**src/design/cpu_isa_pkg.sv**
```systemverilog
package cpu_isa_pkg;

	////////////////////////////////
	// Widths

	localparam int XLEN = 32;
	localparam int NREG = 32;

	typedef logic [4:0] reg_addr_t;
	typedef logic [XLEN-1:0] word_t;

	////////////////////////////////
	// Instruction fields

	localparam int OPC_LSB = 26;
	localparam int RS_LSB  = 21;
	localparam int RT_LSB  = 16;
	localparam int RD_LSB  = 11;
	localparam int IMM_W   = 16;

	// Primary opcodes
	localparam logic [5:0] OP_RTYPE = 6'h00;
	localparam logic [5:0] OP_ADDIU = 6'h09;
	localparam logic [5:0] OP_SLTI  = 6'h0a;
	localparam logic [5:0] OP_ORI   = 6'h0d;
	localparam logic [5:0] OP_LUI   = 6'h0f;
	localparam logic [5:0] OP_LW    = 6'h23;
	localparam logic [5:0] OP_LBU   = 6'h24;
	localparam logic [5:0] OP_SB    = 6'h28;
	localparam logic [5:0] OP_SW    = 6'h2b;

	// R-type funct field
	localparam logic [5:0] FN_ADDU = 6'h21;
	localparam logic [5:0] FN_SUBU = 6'h23;
	localparam logic [5:0] FN_AND  = 6'h24;
	localparam logic [5:0] FN_OR   = 6'h25;
	localparam logic [5:0] FN_SLT  = 6'h2a;

	typedef enum logic [2:0] {ADD, SUB, AND, OR, SLT} alu_op_e;

	typedef enum logic {BYTE, WORD} mem_size_e;

endpackage
```
**src/design/cpu_pipe_pkg.sv**
```systemverilog
package cpu_pipe_pkg;

	// Operand source picked at decode
	typedef enum logic [1:0] {REG, EXE, MEM} fwd_sel_e;

	////////////////////////////////
	// Stage payloads

	typedef struct packed {
		cpu_isa_pkg::word_t inst;
		cpu_isa_pkg::word_t pc;
	} if_id_t;

	typedef struct packed {
		cpu_isa_pkg::word_t                    a;
		cpu_isa_pkg::word_t                    b;
		logic [cpu_isa_pkg::IMM_W-1:0]         imm;
		cpu_isa_pkg::alu_op_e                  alu_op;
		logic                                  use_imm;   // B from immediate
		logic                                  sign_ext;
		logic                                  is_lui;
		logic                                  mem_rd;
		logic                                  mem_wr;
		cpu_isa_pkg::mem_size_e                mem_size;
		cpu_isa_pkg::word_t                    store_data;
		cpu_isa_pkg::reg_addr_t                dest;
		logic                                  wb_we;
	} id_ex_t;

	typedef struct packed {
		cpu_isa_pkg::word_t     result;  // ALU value or byte address
		cpu_isa_pkg::word_t     store_data;
		logic                   mem_rd;
		logic                   mem_wr;
		cpu_isa_pkg::mem_size_e mem_size;
		cpu_isa_pkg::reg_addr_t dest;
		logic                   wb_we;
	} ex_mem_t;

	typedef struct packed {
		cpu_isa_pkg::word_t     data;
		cpu_isa_pkg::reg_addr_t dest;
		logic                   wb_we;
	} mem_wb_t;

endpackage

```
**src/design/cpu_core.sv**
```systemverilog
`timescale 1ns/1ps

module cpu_core #(
	parameter cpu_isa_pkg::word_t RESET_PC = '0
) (
	input  logic               clk,
	input  logic               rst_n,
	output cpu_isa_pkg::word_t inst_addr,
	input  cpu_isa_pkg::word_t inst_data,
	output cpu_isa_pkg::word_t mem_addr,
	output cpu_isa_pkg::word_t mem_wdata,
	output logic [3:0]         mem_we,
	output logic               mem_rd,
	input  cpu_isa_pkg::word_t mem_rdata
);

	cpu_isa_pkg::word_t     pc;
	cpu_isa_pkg::word_t     next_pc;
	cpu_isa_pkg::word_t     a, b, exe_result, load_data, mem_result;
	cpu_isa_pkg::reg_addr_t ra, rb;
	cpu_pipe_pkg::fwd_sel_e fwd_a, fwd_b;
	logic                   stall;
	cpu_pipe_pkg::if_id_t   id_d, id_q;
	cpu_pipe_pkg::id_ex_t   ctrl, ex_d, ex_q;
	cpu_pipe_pkg::ex_mem_t  mem_d, mem_q;
	cpu_pipe_pkg::mem_wb_t  wb_d, wb_q;

	//////////////////////////////
	// Fetch

	assign next_pc = pc + 32'd4;
	assign inst_addr = pc;

	always_ff @(posedge clk or negedge rst_n) begin
		if (!rst_n)
			pc <= RESET_PC;
		else if (!stall)
			pc <= next_pc;
	end

	assign id_d = '{inst: inst_data, pc: pc};
	pipe_stage #(.payload_t(cpu_pipe_pkg::if_id_t)) u_if_id (.clk, .rst_n,
		.hold(stall), .bubble(1'b0), .d(id_d), .q(id_q));

	//////////////////////////////
	// Decode

	hazard_control u_hazard (.inst(id_q.inst), .ex_stage(ex_q), .mem_stage(mem_q),
		.ra, .rb, .fwd_a, .fwd_b, .stall, .ctrl);

	operand_fetch u_operands (.clk, .rst_n, .ra, .rb, .fwd_a, .fwd_b,
		.exe_result, .mem_result, .wb(wb_q), .a, .b);

	always_comb begin
		ex_d = ctrl;
		ex_d.a = a;
		ex_d.b = b;
		ex_d.store_data = b;
	end

	pipe_stage #(.payload_t(cpu_pipe_pkg::id_ex_t)) u_id_ex (.clk, .rst_n,
		.hold(1'b0), .bubble(stall), .d(ex_d), .q(ex_q));  // Stall bubble

	//////////////////////////////
	// Execute, memory, writeback

	alu_stage u_alu (.ex(ex_q), .result(exe_result));

	assign mem_d = '{result: exe_result, store_data: ex_q.store_data, mem_rd: ex_q.mem_rd,
		mem_wr: ex_q.mem_wr, mem_size: ex_q.mem_size, dest: ex_q.dest, wb_we: ex_q.wb_we};
	pipe_stage #(.payload_t(cpu_pipe_pkg::ex_mem_t)) u_ex_mem (.clk, .rst_n,
		.hold(1'b0), .bubble(1'b0), .d(mem_d), .q(mem_q));

	mem_align u_mem_align (.ex_mem(mem_q), .mem_rdata, .mem_addr, .mem_wdata,
		.mem_we, .mem_rd, .load_data);

	assign mem_result = mem_q.mem_rd ? load_data : mem_q.result;

	assign wb_d = '{data: mem_result, dest: mem_q.dest, wb_we: mem_q.wb_we};
	pipe_stage #(.payload_t(cpu_pipe_pkg::mem_wb_t)) u_mem_wb (.clk, .rst_n,
		.hold(1'b0), .bubble(1'b0), .d(wb_d), .q(wb_q));

endmodule

```
**src/design/mem_align.sv**
```systemverilog
`timescale 1ns/1ps

module mem_align (
	input  cpu_pipe_pkg::ex_mem_t ex_mem,
	input  cpu_isa_pkg::word_t    mem_rdata,
	output cpu_isa_pkg::word_t    mem_addr,
	output cpu_isa_pkg::word_t    mem_wdata,
	output logic [3:0]            mem_we,
	output logic                  mem_rd,
	output cpu_isa_pkg::word_t    load_data
);

	logic [1:0] lane;
	logic [7:0] rd_byte;
	logic       is_word;

	assign lane    = ex_mem.result[1:0];
	assign is_word = (ex_mem.mem_size == cpu_isa_pkg::WORD);

	assign mem_addr = {ex_mem.result[cpu_isa_pkg::XLEN-1:2], 2'b00};
	assign mem_rd   = ex_mem.mem_rd;

	//////////////////////////////
	// Store side

	always_comb begin
		if (is_word) begin
			mem_wdata = ex_mem.store_data;
			mem_we    = {4{ex_mem.mem_wr}};
		end else begin
			mem_wdata = cpu_isa_pkg::word_t'(ex_mem.store_data[7:0]) << {lane, 3'b000};
			mem_we    = {3'b000, ex_mem.mem_wr} << lane;  // One-hot lane
		end
	end

	// Load side, zero extended
	assign rd_byte   = mem_rdata[{lane, 3'b000} +: 8];
	assign load_data = is_word ? mem_rdata : cpu_isa_pkg::word_t'(rd_byte);

endmodule

```
**src/design/alu_stage.sv**
```systemverilog
`timescale 1ns/1ps

module alu_stage (
	input  cpu_pipe_pkg::id_ex_t ex,
	output cpu_isa_pkg::word_t   result
);

	localparam int EXT_W = cpu_isa_pkg::XLEN - cpu_isa_pkg::IMM_W;

	cpu_isa_pkg::word_t imm_ext;
	cpu_isa_pkg::word_t op_b;
	cpu_isa_pkg::word_t alu_out;

	//////////////////////////////
	// Operand B

	always_comb begin
		if (ex.sign_ext)
			imm_ext = {{EXT_W{ex.imm[cpu_isa_pkg::IMM_W-1]}}, ex.imm};
		else
			imm_ext = {{EXT_W{1'b0}}, ex.imm};  // ori zero-extends
	end

	assign op_b = ex.use_imm ? imm_ext : ex.b;

	//////////////////////////////
	// ALU

	always_comb begin
		case (ex.alu_op)
			cpu_isa_pkg::ADD: alu_out = ex.a + op_b;
			cpu_isa_pkg::SUB: alu_out = ex.a - op_b;
			cpu_isa_pkg::AND: alu_out = ex.a & op_b;
			cpu_isa_pkg::OR:  alu_out = ex.a | op_b;
			cpu_isa_pkg::SLT: begin
				// Signed compare
				alu_out = ($signed(ex.a) < $signed(op_b)) ? cpu_isa_pkg::word_t'(1) : '0;
			end
			default: alu_out = '0;
		endcase
	end

	// Loads and stores take the address from here too
	assign result = ex.is_lui ? {ex.imm, {EXT_W{1'b0}}} : alu_out;

endmodule

```
**src/design/operand_fetch.sv**
```systemverilog
`timescale 1ns/1ps

module operand_fetch (
	input  logic                   clk,
	input  logic                   rst_n,
	input  cpu_isa_pkg::reg_addr_t ra,
	input  cpu_isa_pkg::reg_addr_t rb,
	input  cpu_pipe_pkg::fwd_sel_e fwd_a,
	input  cpu_pipe_pkg::fwd_sel_e fwd_b,
	input  cpu_isa_pkg::word_t     exe_result,
	input  cpu_isa_pkg::word_t     mem_result,
	input  cpu_pipe_pkg::mem_wb_t  wb,
	output cpu_isa_pkg::word_t     a,
	output cpu_isa_pkg::word_t     b
);

	cpu_isa_pkg::word_t regs [1:cpu_isa_pkg::NREG-1];  // r0 is not stored

	always_ff @(posedge clk or negedge rst_n) begin
		if (!rst_n) begin
			for (int i = 1; i < cpu_isa_pkg::NREG; i++)
				regs[i] <= '0;
		end else if (wb.wb_we && wb.dest != '0) begin
			regs[wb.dest] <= wb.data;
		end
	end

	// Same-cycle writeback bypasses the array
	function automatic cpu_isa_pkg::word_t read_reg(cpu_isa_pkg::reg_addr_t addr);
		if (addr == '0)
			return '0;
		else if (wb.wb_we && wb.dest == addr)
			return wb.data;
		else
			return regs[addr];
	endfunction

	function automatic cpu_isa_pkg::word_t pick(cpu_pipe_pkg::fwd_sel_e sel,
	                                            cpu_isa_pkg::word_t reg_val);
		case (sel)
			cpu_pipe_pkg::EXE: return exe_result;
			cpu_pipe_pkg::MEM: return mem_result;
			default:           return reg_val;
		endcase
	endfunction

	always_comb begin
		a = pick(fwd_a, read_reg(ra));
		b = pick(fwd_b, read_reg(rb));
	end

endmodule

```
**src/design/hazard_control.sv**
```systemverilog
`timescale 1ns/1ps

module hazard_control (
	input  cpu_isa_pkg::word_t     inst,
	input  cpu_pipe_pkg::id_ex_t   ex_stage,
	input  cpu_pipe_pkg::ex_mem_t  mem_stage,
	output cpu_isa_pkg::reg_addr_t ra,
	output cpu_isa_pkg::reg_addr_t rb,
	output cpu_pipe_pkg::fwd_sel_e fwd_a,
	output cpu_pipe_pkg::fwd_sel_e fwd_b,
	output logic                   stall,
	output cpu_pipe_pkg::id_ex_t   ctrl
);

	logic [5:0]             opcode;
	logic [5:0]             funct;
	cpu_isa_pkg::reg_addr_t rs;
	cpu_isa_pkg::reg_addr_t rt;
	cpu_isa_pkg::reg_addr_t rd;
	logic                   use_a;
	logic                   use_b;

	assign opcode = inst[cpu_isa_pkg::OPC_LSB +: 6];
	assign funct  = inst[5:0];
	assign rs     = inst[cpu_isa_pkg::RS_LSB +: 5];
	assign rt     = inst[cpu_isa_pkg::RT_LSB +: 5];
	assign rd     = inst[cpu_isa_pkg::RD_LSB +: 5];

	//////////////////////////////
	// Decode

	always_comb begin
		ctrl = '0;
		ctrl.imm = inst[cpu_isa_pkg::IMM_W-1:0];
		ctrl.dest = (opcode == cpu_isa_pkg::OP_RTYPE) ? rd : rt;
		ctrl.wb_we = 1'b1;
		use_a = 1'b1;
		use_b = 1'b0;
		case (opcode)
			cpu_isa_pkg::OP_RTYPE: begin
				use_b = 1'b1;
				case (funct)
					cpu_isa_pkg::FN_ADDU: ctrl.alu_op = cpu_isa_pkg::ADD;
					cpu_isa_pkg::FN_SUBU: ctrl.alu_op = cpu_isa_pkg::SUB;
					cpu_isa_pkg::FN_AND:  ctrl.alu_op = cpu_isa_pkg::AND;
					cpu_isa_pkg::FN_OR:   ctrl.alu_op = cpu_isa_pkg::OR;
					cpu_isa_pkg::FN_SLT:  ctrl.alu_op = cpu_isa_pkg::SLT;
					default:              ctrl.wb_we = 1'b0;  // Unknown funct as nop
				endcase
			end
			cpu_isa_pkg::OP_ADDIU: {ctrl.use_imm, ctrl.sign_ext} = 2'b11;
			cpu_isa_pkg::OP_ORI: begin
				ctrl.use_imm = 1'b1;
				ctrl.alu_op = cpu_isa_pkg::OR;
			end
			cpu_isa_pkg::OP_SLTI: begin
				{ctrl.use_imm, ctrl.sign_ext} = 2'b11;
				ctrl.alu_op = cpu_isa_pkg::SLT;
			end
			cpu_isa_pkg::OP_LUI: begin
				ctrl.is_lui = 1'b1;
				use_a = 1'b0;
			end
			cpu_isa_pkg::OP_LW, cpu_isa_pkg::OP_LBU: begin
				{ctrl.use_imm, ctrl.sign_ext, ctrl.mem_rd} = 3'b111;
				ctrl.mem_size = (opcode == cpu_isa_pkg::OP_LW) ? cpu_isa_pkg::WORD
				                                               : cpu_isa_pkg::BYTE;
			end
			cpu_isa_pkg::OP_SW, cpu_isa_pkg::OP_SB: begin
				{ctrl.use_imm, ctrl.sign_ext, ctrl.mem_wr} = 3'b111;
				ctrl.mem_size = (opcode == cpu_isa_pkg::OP_SW) ? cpu_isa_pkg::WORD
				                                               : cpu_isa_pkg::BYTE;
				ctrl.wb_we = 1'b0;
				use_b = 1'b1;  // rt is the store data
			end
			default: begin
				ctrl.wb_we = 1'b0;
				use_a = 1'b0;
			end
		endcase
	end

	assign ra = use_a ? rs : '0;
	assign rb = rt;

	//////////////////////////////
	// Hazards

	function automatic cpu_pipe_pkg::fwd_sel_e pick_src(cpu_isa_pkg::reg_addr_t src,
	                                                    logic used);
		if (!used || src == '0)
			return cpu_pipe_pkg::REG;
		if (ex_stage.wb_we && ex_stage.dest == src)
			return cpu_pipe_pkg::EXE;  // Youngest producer wins
		if (mem_stage.wb_we && mem_stage.dest == src)
			return cpu_pipe_pkg::MEM;
		return cpu_pipe_pkg::REG;
	endfunction

	always_comb begin
		fwd_a = pick_src(ra, use_a);
		fwd_b = pick_src(rb, use_b);
	end

	// Load data only exists one stage later
	assign stall = ex_stage.mem_rd && ex_stage.dest != '0 &&
	               ((use_a && ra == ex_stage.dest) || (use_b && rb == ex_stage.dest));

endmodule

```
**src/design/pipe_stage.sv**
```systemverilog
`timescale 1ns/1ps

module pipe_stage #(
	parameter type payload_t = logic
) (
	input  logic     clk,
	input  logic     rst_n,
	input  logic     hold,
	input  logic     bubble,
	input  payload_t d,
	output payload_t q
);

	always_ff @(posedge clk or negedge rst_n) begin
		if (!rst_n) begin
			q <= '0;
		end else if (!hold) begin
			// Zero payload is a nop
			q <= bubble ? payload_t'('0) : d;
		end
	end

endmodule

```
**config.mk**
```make
export PLATFORM = sky130hd
export DESIGN_NAME = cpu_core
export DESIGN_NICKNAME = d
export VERILOG_FILES = /design/src/design/cpu_isa_pkg.sv /design/src/design/cpu_pipe_pkg.sv /design/src/design/cpu_core.sv /design/src/design/mem_align.sv /design/src/design/alu_stage.sv /design/src/design/operand_fetch.sv /design/src/design/hazard_control.sv /design/src/design/pipe_stage.sv
export SDC_FILE = /design/constraint.sdc
export NUM_CORES = 2
export LEC_CHECK = 0
export ABC_AREA = 1
export BUFFER_PORTS_ARGS = -buffer_cell sky130_fd_sc_hd__buf_2
export CORE_MARGIN = 2
export CORE_UTILIZATION = 44
export CTS_CLUSTER_SIZE = 8
export DETAILED_ROUTE_END_ITERATION = 8
export PLACE_DENSITY = 0.61
export SKIP_LAST_GASP = 1
export SLEW_MARGIN = 20
export SYNTH_ARGS = -nofsm -noshare
export SYNTH_HDL_FRONTEND = slang
export SYNTH_HIERARCHICAL = 1
export SYNTH_SLANG_ARGS = --single-unit
```
**constraint.sdc**
```tcl
create_clock -name clk -period 5.57 [get_ports clk]
set_input_delay 1.114 -clock clk [delete_from_list [all_inputs] [get_ports clk]]
set_output_delay 1.114 -clock clk [all_outputs]
set_load 0.02 [all_outputs]
```
==> run metrics <==
status=completed; vias in the first global route=78115; Finished Core Util=48.1%; share of layout cells above drive strength 1=6.04%; Max Slew Vio Count=0; CTS sink count=1292; total track usage=36.2%; Worst Hold Class=primary input to async pin; worst-path maximum fanout=23; CTS Buffer Depth=3; Fillers=18397; number of setup buffers added after CTS=0; design area=87100 µm²; DRC=0; Critical Path RT=6.32 ns; CP max-delay cell=fa_1; Relative slew margins=14.9%; Die H=432 µm; pwr/cell area=278 nW/µm²; Final min period=4.57 ns; Clk Latency, worst-skew pair=0.84 ns; CP most frequent cell=nand2_1; die area=186000 µm²; # H-tree levels=4; type of origin of the critical path=register; Syn Inst Count=12270; WP buf/inv=5; gpl congestion=1.02; die width=432 µm; hold violation total from the final report=0; Data arrival, critical path=5.32 ns; Final setup viols=0; antenna violations before repair=15; Critical Path Sink Type=register; initial core utilization=44.4%; final std cells w/o fill=14276; Mapped Area=80500 µm²; Clock transition at path regs=0.05 ns; Routed Antenna Nets=0; # rows=156; CP peak stage delay=0.42 ns; Vias=83478; Starting DRT DRC Count=11716; syn avg cell area=6.56 µm²; Pleak=43.3 nW; total length of routed wires=344 mm; placed cell area=82200 µm²; Post-CTS Resized=0; FMAX=0.219 GHz; Avg Vias per Cell=5.85; # port buffers=162; Post-CTS Hold Buffers=0; Area growth syn-to-layout=8.28%; RSZ-0062 raised after global routing=false; First-pass DRT Iterations=7; first-pass GRT wire length=509 mm; CTS tree=yes; crit path kind=register to register; Tcrit/Tclk final=82.1%; CTS root buffer=clkbuf_16; total core area=181000 µm²; FF-to-FF setup slack=1.0 ns; Worst Setup Slack, final=0.997 ns; placed cell count=14059; worst-margin pin slew=1.28 ns; VDD IR-drop max=0.257 mV; Top Family by Delay on Critical Path=simple AND/OR/NAND/NOR gates; DP Worst Slack=1.10 ns; pin count of the biggest net entering global routing=174; I/O pin cnt=167; setup_tns=0 ns; total CTS buffers=180; Synth Warn #=6; clock skew=0.0439 ns; HPWL Detailed=207 mm; max_cap viols=0; GRT Residual Overflow=0; wire per inst=24.1 µm; fin nets=12064
[registers in the layout, summed over array words and instances (netlist names)]
name             cells
u_if_id/q           32
u_id_ex/q          127
inst_addr           30
u_mem_wb/q          38
u_operands/regs    992
u_ex_mem/q          73
[power by group]
| part | switching [W] | internal [W] |
|---|---|---|
| clock | 0.00431 | 0.00584 |
| sequential | 0.000414 | 0.00961 |
| combinational | 0.00305 | 0.000990 |
[layer usage]
metal  vias to the layer above  track usage [%]  part of all wire (%)
li1                      37535                -                     -
met1                     39533             48.4                    39
met2                      5233             54.2                    43
met3                      1163             7.92                    11
met4                        14             20.8                   6.4
met5                         -                0                 0.025
[metrics by stage]
step | power [W] | hold WS, ns
detailed placement | 0.0140 | 0.455
floorplan | 0.0124 | 0.442
CTS | 0.0242 | 0.233
global placement | 0.0140 | 0.452
finish | 0.0242 | 0.269
global route | 0.0250 | 0.281
[path summary, 6_finish.rpt]
kind                                                start                               end  depth (start not counted)
worst min register to register   u_id_ex/q[6]$_DFFE_PN0N_         u_ex_mem/q[9]$_DFFE_PN0N_                          2
worst max register to register  u_id_ex/q[43]$_DFFE_PN0N_         u_id_ex/q[95]$_DFFE_PN0N_                         26
worst max-delay path            u_id_ex/q[43]$_DFFE_PN0N_         u_id_ex/q[95]$_DFFE_PN0N_                         26
max in group asynchronous                           rst_n  u_operands/regs[699]$_DFFE_PN0P_                          2
worst min-delay path                                rst_n  u_operands/regs[129]$_DFFE_PN0P_                          1
min in group clk                 u_id_ex/q[6]$_DFFE_PN0N_         u_ex_mem/q[9]$_DFFE_PN0N_                          2
[layout make-up]
class	count	area, µm²	area share [%]
clock buffers	198	4670	5.35
inverters	1357	5160	5.92
clock inverters	12	225	0.258
well taps	2370	2970	3.40
diodes	6	15.0	0.0172
flip-flops and latches	1292	32300	37.1
repair buffers	307	2280	2.62
multi-input cells	8734	39500	45.3
[worst reg2reg max path: cells and delay by family, from the launching register on]
family          cells  cell delay [ns]
simple gates       16             1.94
buf+inv             5             0.87
compound gates      3             0.74
fa+ha+maj           2             0.64
flops               1             0.34
[cells in the final DEF, fill, tap and decap left out, drive strengths merged, types with 2 or more instances in the layout]
master	count
nand2	4828
nand3	1789
inv	1355
dfrtp	1292
o21ai	1082
nor2	357
buf	307
a21oi	214
clkbuf	198
ha	124
o22ai	77
nor3	42
mux2	32
nand3b	24
or2	24
nand4	23
o211ai	19
xor2	17
conb	14
clkinv	14
xnor2	12
o31ai	12
o21bai	11
and2	8
diode	6
o2111ai	5
nor4	4
o221ai	2
a221oi	2
fa	2
o41ai	2
Note: power is estimated with default switching activity, not from simulation.
